### src/logic/odt_defs.svh
/*
 * ODT generator shared constants
 * sizes of the chip-select bus, the latency fields, the delay line and the ODT window
 */
`ifndef ODT_DEFS_SVH
`define ODT_DEFS_SVH

// number of chip selects and ODT lines in whole groups of four ranks
`define ODT_CS_WIDTH 4

// CAS latency field width in the mode register image
`define ODT_TCL_WIDTH 4

// additive latency field width
`define ODT_AL_WIDTH 3

// largest ODT start delay in controller cycles that the delay line can reach
`define ODT_MAX_DELAY 15

// the ODT window covers four data cycles of a BL8 burst plus two guard cycles
`define ODT_HOLD_CYCLES 6

`endif

### src/logic/odt_pkg.sv
/*
 * ODT generator package
 * vector types for masks and latencies, plus the command word passed from
 * the control block into the rank map
 */
`include "odt_defs.svh"

package odt_pkg;

    // one bit per chip select, bit i drives ODT line i
    typedef logic [`ODT_CS_WIDTH-1:0] cs_mask_t;

    // programmed CAS latency in memory clocks
    typedef logic [`ODT_TCL_WIDTH-1:0] tcl_t;

    // programmed additive latency in memory clocks
    typedef logic [`ODT_AL_WIDTH-1:0] al_t;

    // ODT start delay in controller cycles
    // four bits covers the full 0 to 15 clamp range
    typedef logic [3:0] odt_delay_t;

    // registered command as seen by the rank map
    // only one of the two strobes is ever set
    typedef struct packed
    {
        logic     is_write;
        logic     is_read;
        cs_mask_t chips;
    } odt_cmd_t;

endpackage

### src/logic/odt_ctrl.sv
/*
 * ODT control block
 * samples the read/write strobes and chip mask, drops them while disabled,
 * and derives the clamped ODT start delay from CAS and additive latency
 */
`timescale 1ns/10ps
`include "odt_defs.svh"

module odt_ctrl
(
    input  logic               ctl_clk,
    input  logic               ctl_reset_n,
    input  logic               do_write,
    input  logic               do_read,
    input  odt_pkg::cs_mask_t  to_chip,
    input  odt_pkg::tcl_t      mem_tcl,
    input  odt_pkg::al_t       mem_add_lat,
    input  logic               odt_enable,
    output odt_pkg::odt_cmd_t  cmd,
    output odt_pkg::odt_delay_t delay
);
    import odt_pkg::*;

    // the latency sum needs one bit more than the wider of the two fields
    localparam int SUM_W = ((`ODT_TCL_WIDTH > `ODT_AL_WIDTH) ?
                            `ODT_TCL_WIDTH : `ODT_AL_WIDTH) + 1;

    logic [SUM_W-1:0] lat_sum;
    odt_delay_t       delay_next;

    // read latency seen at the pins is AL + CL
    // the ODT path already spends three cycles in its own registers
    assign lat_sum = SUM_W'(mem_tcl) + SUM_W'(mem_add_lat);

    always_comb
    begin
        if (lat_sum < SUM_W'(3))
        begin
            // a latency shorter than the pipeline starts the window as early as possible
            delay_next = '0;
        end
        else if ((lat_sum - SUM_W'(3)) > SUM_W'(`ODT_MAX_DELAY))
        begin
            delay_next = odt_delay_t'(`ODT_MAX_DELAY);
        end
        else
        begin
            delay_next = odt_delay_t'(lat_sum - SUM_W'(3));
        end
    end

    // a disabled controller registers an idle command in place of the strobes
    always_ff @(posedge ctl_clk or negedge ctl_reset_n)
    begin
        if (!ctl_reset_n)
        begin
            cmd <= '0;
        end
        else if (odt_enable)
        begin
            cmd.is_write <= do_write;
            cmd.is_read  <= do_read;
            cmd.chips    <= to_chip;
        end
        else
        begin
            cmd <= '0;
        end
    end

    // the delay is registered so that the tap mux sees a plain flop select
    // latency inputs are quasi-static, so the extra cycle here costs nothing
    always_ff @(posedge ctl_clk or negedge ctl_reset_n)
    begin
        if (!ctl_reset_n)
        begin
            delay <= '0;
        end
        else
        begin
            delay <= delay_next;
        end
    end

endmodule

### src/logic/odt_rank_map.sv
/*
 * ODT rank map
 * turns the addressed chips of a command into the chips that terminate,
 * using the two-ranks-per-DIMM partner scheme within each group of four
 */
`timescale 1ns/10ps
`include "odt_defs.svh"

module odt_rank_map
(
    input  odt_pkg::odt_cmd_t cmd,
    output odt_pkg::cs_mask_t term
);
    import odt_pkg::*;

    cs_mask_t partner;

    // chip j of a group pairs with chip j xor 2, i.e. the same rank on the other DIMM
    always_comb
    begin
        partner = '0;
        for (int g = 0; g < `ODT_CS_WIDTH / 4; g++)
        begin
            for (int j = 0; j < 4; j++)
            begin
                partner[(g * 4) + (j ^ 2)] = cmd.chips[(g * 4) + j];
            end
        end
    end

    always_comb
    begin
        if (cmd.is_write)
        begin
            // the target DIMM terminates its own write as well as the idle DIMM
            term = cmd.chips | partner;
        end
        else if (cmd.is_read)
        begin
            // the driving rank must stay unterminated, only the other DIMM terminates
            term = partner;
        end
        else
        begin
            term = '0;
        end
    end

endmodule

### src/logic/odt_delay_line.sv
/*
 * ODT delay line
 * shifts the terminate mask of every command one stage per cycle and
 * taps out the stage picked by the programmed start delay
 */
`timescale 1ns/10ps
`include "odt_defs.svh"

module odt_delay_line
#(
    parameter int DEPTH = `ODT_MAX_DELAY + 1
)
(
    input  logic                ctl_clk,
    input  logic                ctl_reset_n,
    input  odt_pkg::cs_mask_t   term,
    input  odt_pkg::odt_delay_t delay,
    output odt_pkg::cs_mask_t   fire
);
    import odt_pkg::*;

    // stage i holds the mask that entered i cycles ago
    cs_mask_t stage [DEPTH];

    // every stage moves each cycle, so back-to-back commands never merge
    // and each one reaches the tap on its own cycle
    always_ff @(posedge ctl_clk or negedge ctl_reset_n)
    begin
        if (!ctl_reset_n)
        begin
            for (int i = 0; i < DEPTH; i++)
            begin
                stage[i] <= '0;
            end
        end
        else
        begin
            stage[0] <= term;
            for (int i = 1; i < DEPTH; i++)
            begin
                stage[i] <= stage[i-1];
            end
        end
    end

    // output tap
    // a delay beyond the built depth gives no fire at all
    always_comb
    begin
        if (int'(delay) < DEPTH)
        begin
            fire = stage[delay];
        end
        else
        begin
            fire = '0;
        end
    end

endmodule

### src/logic/odt_hold_timer.sv
/*
 * ODT hold timer
 * one retriggerable down-counter per chip select that stretches each
 * fire pulse into an ODT window of HOLD cycles
 */
`timescale 1ns/10ps
`include "odt_defs.svh"

module odt_hold_timer
#(
    parameter int HOLD = `ODT_HOLD_CYCLES
)
(
    input  logic              ctl_clk,
    input  logic              ctl_reset_n,
    input  odt_pkg::cs_mask_t fire,
    output odt_pkg::cs_mask_t afi_odt
);
    // counter must be able to hold the value HOLD itself
    localparam int CNT_W = $clog2(HOLD + 1);

    logic [CNT_W-1:0] cnt      [`ODT_CS_WIDTH];
    logic [CNT_W-1:0] cnt_next [`ODT_CS_WIDTH];

    // a fire reloads the full window, so a later hit on the same chip
    // pushes its window end out rather than adding a gap
    always_comb
    begin
        for (int i = 0; i < `ODT_CS_WIDTH; i++)
        begin
            if (fire[i])
            begin
                cnt_next[i] = CNT_W'(HOLD);
            end
            else if (cnt[i] != '0)
            begin
                cnt_next[i] = cnt[i] - 1'b1;
            end
            else
            begin
                cnt_next[i] = '0;
            end
        end
    end

    // ODT is a flop output and goes high on the same edge as the load
    always_ff @(posedge ctl_clk or negedge ctl_reset_n)
    begin
        if (!ctl_reset_n)
        begin
            for (int i = 0; i < `ODT_CS_WIDTH; i++)
            begin
                cnt[i] <= '0;
            end
            afi_odt <= '0;
        end
        else
        begin
            for (int i = 0; i < `ODT_CS_WIDTH; i++)
            begin
                cnt[i]     <= cnt_next[i];
                afi_odt[i] <= (cnt_next[i] != '0);
            end
        end
    end

endmodule

### src/logic/odt_gen_top.sv
/*
 * ODT generator top level
 * full-rate, one ODT line per chip select
 * chain is control, rank map, delay line, hold timer
 */
`timescale 1ns/10ps

module odt_gen_top
(
    input  logic                ctl_clk,
    input  logic                ctl_reset_n,
    input  logic                do_write,
    input  logic                do_read,
    input  odt_pkg::cs_mask_t   to_chip,
    input  odt_pkg::tcl_t       mem_tcl,
    input  odt_pkg::al_t        mem_add_lat,
    input  logic                odt_enable,
    output odt_pkg::cs_mask_t   afi_odt
);
    import odt_pkg::*;

    // registered command, one cycle after the strobe
    odt_cmd_t   cmd;
    // clamped start delay for the tap select
    odt_delay_t delay;
    // chips to terminate for the registered command
    cs_mask_t   term;
    // mask leaving the delay line on the cycle its window opens
    cs_mask_t   fire;

    odt_ctrl odt_ctrl_inst
    (
        .ctl_clk     (ctl_clk),
        .ctl_reset_n (ctl_reset_n),
        .do_write    (do_write),
        .do_read     (do_read),
        .to_chip     (to_chip),
        .mem_tcl     (mem_tcl),
        .mem_add_lat (mem_add_lat),
        .odt_enable  (odt_enable),
        .cmd         (cmd),
        .delay       (delay)
    );

    odt_rank_map odt_rank_map_inst
    (
        .cmd  (cmd),
        .term (term)
    );

    odt_delay_line odt_delay_line_inst
    (
        .ctl_clk     (ctl_clk),
        .ctl_reset_n (ctl_reset_n),
        .term        (term),
        .delay       (delay),
        .fire        (fire)
    );

    odt_hold_timer odt_hold_timer_inst
    (
        .ctl_clk     (ctl_clk),
        .ctl_reset_n (ctl_reset_n),
        .fire        (fire),
        .afi_odt     (afi_odt)
    );

endmodule

### config.mk
export PLATFORM = sky130hd
export DESIGN_NAME = odt_gen_top
export DESIGN_NICKNAME = d
export VERILOG_FILES = /design/src/logic/odt_pkg.sv /design/src/logic/odt_ctrl.sv /design/src/logic/odt_rank_map.sv /design/src/logic/odt_delay_line.sv /design/src/logic/odt_hold_timer.sv /design/src/logic/odt_gen_top.sv
export VERILOG_INCLUDE_DIRS = /design/src /design/src/logic
export SDC_FILE = /design/constraint.sdc
export NUM_CORES = 1
export LEC_CHECK = 0
export ABC_AREA = 0
export BUFFER_PORTS_ARGS = -buffer_cell sky130_fd_sc_hd__clkbuf_2
export CAP_MARGIN = 40
export CORE_UTILIZATION = 61
export CTS_CLUSTER_DIAMETER = 40
export DETAILED_ROUTE_END_ITERATION = 10
export PLACE_DENSITY = 0.91
export SLEW_MARGIN = 30
export SYNTH_ARGS = -nofsm -noshare
export SYNTH_HDL_FRONTEND = slang
export SYNTH_SLANG_ARGS = --single-unit
### constraint.sdc
create_clock -name ctl_clk -period 3.4 [get_ports ctl_clk]
set_input_delay 0 -clock ctl_clk [delete_from_list [all_inputs] [get_ports ctl_clk]]
set_output_delay 0 -clock ctl_clk [all_outputs]
set_load 0.02 [all_outputs]
# After elaboration in Yosys (flattened, before gate mapping)
# Index checks and enable logic that the tools add are counted.
# W data, S select, Z words.
[word_totals]
regBits = 90
latchBits = 0
mem_bits_rw = 0
romBits = 0
output_inout_bits = 4
elab_cells = 60
n_memories = 0
[classes]
n_addsub = 6
n_mul = 0
div_mod_pow = 0
order_cmp = 3
n_eq_ne = 0
shift = 0
n_mux = 16
bitwise = 2
n_reduce_logical = 8
[op_table]
columns = ["operator", "count"]
rows = [
  ["$mux W3", 8],
  ["$mux W4", 6],
  ["$reduce_bool A3 Y1", 8],
  ["$bmux W4 S4", 1],
  ["$sub A3 B1 Y3 const B", 4],
  ["$mux W6", 1],
  ["$add A4 B3 Y5", 1],
  ["$ge A5 B5 Y1 const B", 1],
  ["$gt A5 B4 Y1 const B", 1],
  ["$lt A5 B2 Y1 const B", 1],
  ["$not A4 Y5", 1],
  ["$sub A5 B2 Y5 const B", 1],
  ["$or A4 B4 Y4", 1],
]

# Depth between registers and ports, before layout
# Gate-level depths: netlist of run 1.
[depth]
word_depth = 6
ltp_mapped = 8

# Cells and area by module
# Synthesis of run 1 repeated with hierarchy kept, for this count alone.
[unflattened]
hier_cells = 237
hier_area_um2 = 3523.4
[modules_own_cells]
columns = ["mod", "instances", "cells_per_inst", "area_each_um2", "seq_area_each_um2"]
rows = [
  ["odt_delay_line", 1, 103, 2155.8, 1601.5],
  ["odt_hold_timer", 1, 64, 729.4, 400.4],
  ["odt_ctrl", 1, 59, 593.1, 250.2],
  ["odt_rank_map", 1, 11, 45.0, 0.0],
]

# Worst setup path after synthesis of run 1
# Ideal clock, no wire load.
[synth_path]
path_kind = "input port to flip-flop"
from = "input mem_tcl[0]"
to = "register odt_ctrl_inst.delay[0]"
setup_ns = 0.126
arrival_time_ns = 1.464
path_slack_ns = 1.810
path_stages = 8
path_buffers = 0
path_cell_list = "ha_1 inv_1 fa_1 inv_1 ha_1 nor2_2 a21oi_1 a311o_1"
[synth_between]
elab_chain_cells = 5
word_cells_on_any_way = 6
[synth_rtl]
columns = ["item", "line", "text"]
rows = [
  ["start, declared", "odt_gen_top.sv:15", "input odt_pkg::tcl_t mem_tcl,"],
  ["$add A4 B3 Y5 *", "odt_ctrl.sv:33", "assign lat_sum = SUM_W'(mem_tcl) + SUM_W'(mem_add_lat);"],
  ["$sub A5 B2 Y5", "odt_ctrl.sv:42", "else if ((lat_sum - SUM_W'(3)) > SUM_W'(`ODT_MAX_DELAY))"],
  ["$gt A5 B4 Y1", "odt_ctrl.sv:42", ""],
  ["$mux W4", "odt_ctrl.sv:42", ""],
  ["$mux W4 *", "odt_ctrl.sv:37", "if (lat_sum < SUM_W'(3))"],
  ["net odt_ctrl_inst.delay_next[0]", "odt_ctrl.sv:29", "odt_delay_t delay_next;"],
  ["end signal, assigned", "odt_ctrl.sv:81", "delay <= delay_next;"],
  ["end, declared", "odt_ctrl.sv:20", "output odt_pkg::odt_delay_t delay"],
]
# Mark *: on every way through the listed nets, which the timed path passes. The rest lies on a longest branch.

==> results.md, run 1 <==
- Outcome: complete, no violations
- Clock Latency Late Sink: 0.36 ns
- RR Startpoint: odt_ctrl_inst.delay[3]$_DFF_PN0_
- Most common cell after layout, fill and taps aside: dfrtp_1
- Fraction of layout instances using a drive strength above 1: 0.133
- Detailed Route Iter0 Violations: 141
- Worst Hold Depth: 3
- Post-route setup TNS: 0 ns
- Area Growth Syn to Fin: 15.4%
- Area of the die: 6240 um^2
- Worst slew pin tran: 0.699 ns
- Delay-heaviest family, CP: flip-flops
- Global-route usage over all layers: 0.234
- First-pass GRT wire length: 10700 um
- Overall Power: 2.98 mW
- Mapped Area: 3620 um^2
- Ant diodes: 0
- Filler Cell Count: 370
- Width of the die: 79.0 um
- Pre-antenna DRT Iters: 6
- Grt total ovfl: 0
- Ys async rst share: 1.00
- Hold Path Class: in -> reg
- Clock skew: 0.00938 ns
- IO buf count: 19
- Largest net degree at the start of global routing: 91
- Routed vias/inst: 5.70
- Drt drc: 0
- Number of routed nets with antenna violations: 0
- Library cells used by synthesis: 38
- Die Span Y: 79.0 um
- Worst EP required: 3.65 ns
- Cell depth of the worst flop-to-flop path: 6
- Final min period: 1.84 ns
- Routed wire length per instance: 16.0 um
- Resized cells post-CTS: 0
- Reg2Reg Capture Point: odt_hold_timer_inst.cnt[3]$_DFF_PN0_
- Gpl congestion: 0.815
- Setup CP Type: reg -> reg
- Placeable core region: 5610 um^2
- Seq/Total Area, Yosys: 0.622
- Primary FF master, synth: dfrtp_1
- CTS buffer count: 9
- CTS clk-pin slew, worst paths: 0.09 ns
- Final Setup Violations: 0
- Vias: 2252
- Hold WS: 0.0588 ns
- Avg Synthesized Cell Area: 13.0 um^2
- Initial antenna violation count: 0
- Number of global-route vias before repair: 2282
- Pwr Density: 713 nW/um^2
- Rel. slew slack: 0.533
- Slowest-stage cell, CP: dfrtp_1
- Num rows: 27
- Peak VDD IR: 0.000420 V
- Crit path max fanout: 14
- Post-Syn Nets: 308
- CTS tree: done
- Worst setup EP type: flop
- Crit path to: odt_hold_timer_inst.cnt[3]$_DFF_PN0_
- Cts hold-fix bufs: 13
- Pins Over Slew Limit: 0
- Register-to-register setup slack: 1.56 ns
- Net count, final: 347
- Max-Cap Viols: 0
- P_leak: 2.09 nW
- Setup crit start kind: flop
- Peak per-stage delay on the critical path: 0.49 ns
- Post-DP HPWL: 4000 um
- Clock sinks: 90
- Post-synth EDFFs: 0
- CTS max path bufs: 2
- Routed Wire Length: 6340 um
- Crit path launch: odt_ctrl_inst.delay[3]$_DFF_PN0_
- Commonest cells after routing, fill and taps aside: 90 x dfrtp_1, 33 x mux2i_1, 18 x clkbuf_2
- Crit path buf inv count: 2
- FMAX: 0.543 GHz
- Final hold vios: 0
- CP arrival: 2.09 ns
- Unrepaired setup endpoints after global routing: false
- Worst path depth: 6
- #FFs+latches synth: 90
- Postcts setup bufs: 0
- Synth Warn #: 0
- Post-synthesis cell count: 279
- Root Driver: clkbuf_8
- H-tree lvl count: 3
- Io pins: 20
- Tcrit/Tclk final: 0.542
- Post-layout util: 0.745
- Starting density of the core: 0.645
- Crit path cell chain: buf_6 -> buf_4 -> mux2i_1 -> a22oi_1 -> nand3_1 -> and3_1
power breakdown:
part           switching, mW  leakage (nW)  internal (mW)
Combinational          0.405         0.809          0.327
Sequential             0.125          1.16           1.22
Clock                  0.371         0.128          0.533
sequential cells by signal, indices dropped and copies added (netlist names):
register                     flops
odt_ctrl_inst.cmd                6
odt_hold_timer_inst.afi_odt      4
odt_ctrl_inst.delay              4
odt_hold_timer_inst.cnt         12
odt_delay_line_inst.stage       64
Yosys cell counts (2+ instances only):
cell	n	area, um^2
a22oi_1	17	128
inv_1	16	60.1
a21oi_1	11	55.1
nand3_1	8	40.0
mux2i_1	33	330
clkbuf_1	4	15.0
and2_1	9	56.3
nand3b_1	6	45.0
buf_12	2	40.0
nand4_1	2	12.5
a211oi_1	3	22.5
dfrtp_1	90	2250
nor3_1	3	15.0
nor2_1	14	52.6
nor2b_1	3	18.8
and3_1	3	18.8
buf_6	2	22.5
a21o_1	2	15.0
nand2_1	11	41.3
o21ai_0	5	25.0
ha_1	12	150
nand2b_1	7	43.8
cells by family (layout without fill, tap and decap cells):
family	count (synthesis)	in the layout	share of synthesized area
AND/OR/NAND/NOR	67	67	0.0968
AO/OA/AOI/OAI	51	51	0.0999
multiplexers	33	33	0.0913
XOR/XNOR	1	1	0.00450
adder cells (fa/ha/maj)	13	13	0.0470
flip-flops	90	90	0.622
buffers and inverters	24	68	0.0380
layer usage:
metal | vias up | GRT usage | wire, um
li1 | 1063 | - | -
met1 | 1118 | 0.307 | 2800
met2 | 61 | 0.368 | 3160
met3 | 10 | 0.0897 | 289
met4 | 0 | 0.0600 | 81
met5 | - | 0 | 0
worst min-delay path, stage by stage:
cell      delay (ns)
clkbuf_2        0.14
a22oi_1         0.07
a21bo_1         0.17
through the flow:
stage / instance area (um^2) / instances / setup slack (ns)
floorplan: 3620 / 279 / 1.81
global placement: 3740 / 364 / 1.45
detailed placement: 3750 / 364 / 1.37
CTS: 4140 / 393 / 1.26
global route: 4180 / 395 / 1.48
finish: 4180 / 395 / 1.56
worst min path at each step:
stage	startpoint	end	slack, ns
2_1_floorplan	ctl_reset_n	odt_ctrl_inst.cmd[0]$_DFF_PN0_	-0.30
3_3_place_gp	to_chip[3]	odt_ctrl_inst.cmd[3]$_DFF_PN0_	0.21
3_5_place_dp	ctl_reset_n	odt_hold_timer_inst.cnt[4]$_DFF_PN0_	0.11
4_1_cts	mem_tcl[3]	odt_ctrl_inst.delay[2]$_DFF_PN0_	0.05
5_1_grt	mem_tcl[3]	odt_ctrl_inst.delay[2]$_DFF_PN0_	0.05
6_report	mem_tcl[3]	odt_ctrl_inst.delay[2]$_DFF_PN0_	0.06
final cells by class:
type,count,area [um^2],area share
Sequential cell,90,2250,0.539
Timing Repair Buffer,36,285,0.0683
Inverter,16,60.1,0.0144
Clock inverter,5,109,0.0261
Clock buffer,11,151,0.0362
Multi-Input combinational cell,165,1230,0.294
Tap cell,72,90.1,0.0216
(Power assumes the default switching activity.)
==> inputs of run 2 (changes only) <==
- ABC_AREA: 0 -> 1
- CORE_UTILIZATION: 61 -> 60
- PLACE_DENSITY: 0.91 -> 0.89
- clock period: 3.4 -> 1.9 ns (I/O delays scaled with it)
==> run 2 against run 1 <==
Net effect:
- clock power rose by 30%
- final area shrank 0.51%
- hold slack lost 0.026 ns
- largest cell class unchanged
- wire length increased by 4.4%
- combinational power rose by 94%
==> results.md, run 2 <==
- Pins Over Slew Limit: 0 (unchanged)
- First-pass GRT wire length: 11500 um (was 10700 um)
- Post-Syn Nets: 397 (was 308)
- Io pins: 20 (unchanged)
- Crit path max fanout: 28 (was 14)
- CTS max path bufs: 2 (unchanged)
- Largest regs: odt_delay_line_inst.stage (64), odt_hold_timer_inst.cnt (12), odt_ctrl_inst.cmd (6) (unchanged)
- Root Driver: clkbuf_8 (unchanged)
- Starting density of the core: 0.621 (was 0.645)
- FMAX: 0.677 GHz (was 0.543 GHz)
- Mapped Area: 3680 um^2 (was 3620 um^2)
- Final Non-Filler Cells: 488 (was 395)
- Worst EP required: 2.16 ns (was 3.65 ns)
- Library cells used by synthesis: 23 (was 38)
- Routed Wire Length: 6610 um (was 6340 um)
- Grt total ovfl: 0 (unchanged)
- Hold Path Class: in -> reg (unchanged)
- Num rows: 28 (was 27)
- Top post-synthesis cells by area: dfrtp_1 61%, nand2_1 8.4%, inv_1 4.4%, ha_1 4.1%, nand3_1 3.9% (was dfrtp_1 62%, mux2i_1 9.1%, ha_1 4.1%, a22oi_1 3.5%, inv_1 1.7%)
- Critical hold path startpoint: mem_add_lat[0] (was mem_tcl[3])
- Clock Latency Late Sink: 0.36 ns (about the same)
- Synth area leader: dfrtp_1 (unchanged)
- Mux share of post-synthesis cell area: 0 (was 0.0913)
- Largest family of logic cells by synthesized area: simple AND/OR/NAND/NOR gates (was compound AO/OA/AOI/OAI gates)
- P_leak: 2.21 nW (was 2.09 nW)
- Post-DP HPWL: 4290 um (was 4000 um)
- Top cell type's share of synthesized area: 0.612 (was 0.622)
- Pre-antenna DRT Iters: 5 (was 6)
- Drt drc: 0 (unchanged)
- Clock sinks: 90 (unchanged)
- Gpl congestion: 0.746 (was 0.815)
- Top-count cell post-synth: dfrtp_1 (unchanged)
- Post-synthesis cell count: 368 (was 279)
- IO buf count: 19 (unchanged)
- CP arrival: 1.74 ns (was 2.09 ns)
- CTS buffer count: 9 (unchanged)
- Final Setup Violations: 0 (unchanged)
- DP Area: 3830 um^2 (was 3750 um^2)
- Width of the die: 80.3 um (was 79.0 um)
- Primary FF master, synth: dfrtp_1 (unchanged)
- CTS clk-pin slew, worst paths: 0.08 ns (was 0.09 ns)
- #FFs+latches synth: 90 (unchanged)
- Slowest-stage cell, CP: dfrtp_1 (unchanged)
- Worst setup EP type: flop (unchanged)
- Synth Warn #: 0 (unchanged)
- Peak per-stage delay on the critical path: 0.45 ns (was 0.49 ns)
- Net count, final: 437 (was 347)
- Area of the die: 6450 um^2 (was 6240 um^2)
- Number of global-route vias before repair: 2667 (was 2282)
- Global-route usage over all layers: 0.244 (was 0.234)
- Area Growth Syn to Fin: 13.0% (was 15.4%)
- Delay-heaviest family, CP: simple AND/OR/NAND/NOR gates (was flip-flops)
- Max reg flops: 64 (unchanged)
- Setup crit start kind: flop (unchanged)
- DP Cell Count: 458 (was 364)
- Post-Synth Adder-Cell Area: 0.0463 (was 0.0470)
- Unrepaired setup endpoints after global routing: false (unchanged)
- Synth Area in Simple Gates: 0.222 (was 0.0968)
- Ant diodes: 0 (unchanged)
- Post-route cell area: 4160 um^2 (was 4180 um^2)
- Post-synth EDFFs: 0 (unchanged)
- Synth Area in Compound Gates: 0.0429 (was 0.0999)
- Vias: 2565 (was 2252)
- CTS tree: done (unchanged)
- Max-Cap Viols: 0 (unchanged)
- Pwr Density: 1200 nW/um^2 (was 713 nW/um^2)
- Number of routed nets with antenna violations: 0 (unchanged)
- Initial antenna violation count: 0 (unchanged)
- Die Span Y: 80.3 um (was 79.0 um)
- Final hold vios: 0 (unchanged)
- H-tree lvl count: 3 (unchanged)
- Seq/Total Area, Yosys: 0.612 (was 0.622)
- Most common cell after layout, fill and taps aside: dfrtp_1 (unchanged)
- Cts hold-fix bufs: 14 (was 13)
- Post-layout util: 0.702 (was 0.745)
- Placeable core region: 5920 um^2 (was 5610 um^2)
- Postcts setup bufs: 0 (unchanged)
- Largest net degree at the start of global routing: 50 (was 91)
- Resized cells post-CTS: 0 (unchanged)
- Post-Synth XOR/XNOR Area: 0.00238 (was 0.00450)
- Routed vias/inst: 5.26 (was 5.70)
- Worst slew pin tran: 0.517 ns (was 0.699 ns)
- Avg Synthesized Cell Area: 9.99 um^2 (was 13.0 um^2)
- Crit path buf inv count: 1 (was 2)
- Post-route setup TNS: 0 ns (unchanged)
- Rel. slew slack: 0.655 (was 0.533)
- Crit path launch: odt_ctrl_inst.delay[0]$_DFF_PN0_ (was odt_ctrl_inst.delay[3]$_DFF_PN0_)
- Final min period: 1.48 ns (was 1.84 ns)
- Biggest register: odt_delay_line_inst.stage (unchanged)
- Peak VDD IR: 0.000714 V (was 0.000420 V)
- Routed wire length per instance: 13.6 um (was 16.0 um)
- Commonest cells post-synth: 90 x dfrtp_1, 82 x nand2_1, 43 x inv_1 (was 90 x dfrtp_1, 33 x mux2i_1, 17 x a22oi_1)
- RR Startpoint: odt_ctrl_inst.delay[0]$_DFF_PN0_ (was odt_ctrl_inst.delay[3]$_DFF_PN0_)
- Fraction of layout instances using a drive strength above 1: 0.143 (was 0.133)
- Setup CP Type: reg -> reg (unchanged)
- Cell repeated most along the worst path: nor2_1
- Outcome: complete, no violations (unchanged)
- Crit path cell chain: inv_4 -> nor2_1 -> nor2_1 -> o21ai_0 -> nand3_1 -> nand3_2 -> nand2_1 -> nor2_2 (was buf_6 -> buf_4 -> mux2i_1 -> a22oi_1 -> nand3_1 -> and3_1)
- Detailed Route Iter0 Violations: 172 (was 141)
- Clock skew: 0.00951 ns (was 0.00938 ns)
- Tcrit/Tclk final: 0.777 (was 0.542)
- Commonest cells after routing, fill and taps aside: 90 x dfrtp_1, 82 x nand2_1, 43 x inv_1 (was 90 x dfrtp_1, 33 x mux2i_1, 18 x clkbuf_2)
- Ys async rst share: 1.00 (unchanged)
run 2: path summary, 6_finish.rpt:
kind	depth (start not counted)	slack, ns	end
min in group asynchronous	2	0.16	odt_delay_line_inst.stage[10]$_DFF_PN0_
max	8	0.42	odt_hold_timer_inst.cnt[0]$_DFF_PN0_
min reg2reg	0	0.37	odt_delay_line_inst.stage[18]$_DFF_PN0_
max reg2reg	8	0.42	odt_hold_timer_inst.cnt[0]$_DFF_PN0_
min	3	0.03	odt_ctrl_inst.delay[0]$_DFF_PN0_
max in group asynchronous	3	1.12	odt_delay_line_inst.stage[52]$_DFF_PN0_
run 2: where the power goes:
group	switching [mW]	internal [mW]	total, mW
Clock	0.600	0.580	1.18
Combinational	0.888	0.533	1.42
Sequential	0.179	2.19	2.37
run 2: layout make-up:
class                   count  area, um^2
clock buffers              14         173
clock inverters             2        10.0
fillers                   398        1770
inverters                  46         178
multi-input cells         222        1150
flip-flops and latches     90        2250
well taps                  75        93.8
repair buffers             39         295
run 2: metrics by stage:
stage	total power, mW	worst slack [ns]	hold WS (ns)
2_1_floorplan	3.46	0.458	-0.296
3_3_place_gp	3.70	0.303	-0.00103
4_1_cts	4.99	0.450	0.0113
5_1_grt	5.33	0.259	0.0618
3_5_place_dp	3.79	0.135	0.00661
6_report	4.97	0.423	0.0330
run 2: cells by family after synthesis:
logic type | after synthesis
compound gates | 29
xor+xnor | 1
fa+ha+maj | 13
buf+inv | 56
flops | 90
simple gates | 179
run 2: metal layers:
| layer | vias up | GRT usage | part of all wire |
|---|---|---|---|
| li1 | 1239 | - | - |
| met1 | 1246 | 0.280 | 0.41 |
| met2 | 62 | 0.413 | 0.52 |
| met3 | 18 | 0.0568 | 0.039 |
| met4 | 0 | 0.152 | 0.029 |
| met5 | - | 0 | 0 |
run 2: worst reg2reg max path, cell delays in order, from the launching register on:
cell	delay [ns]
dfrtp_1	0.45
inv_4	0.27
nor2_1	0.09
nor2_1	0.12
o21ai_0	0.12
nand3_1	0.10
nand3_2	0.11
nand2_1	0.10
nor2_2	0.03
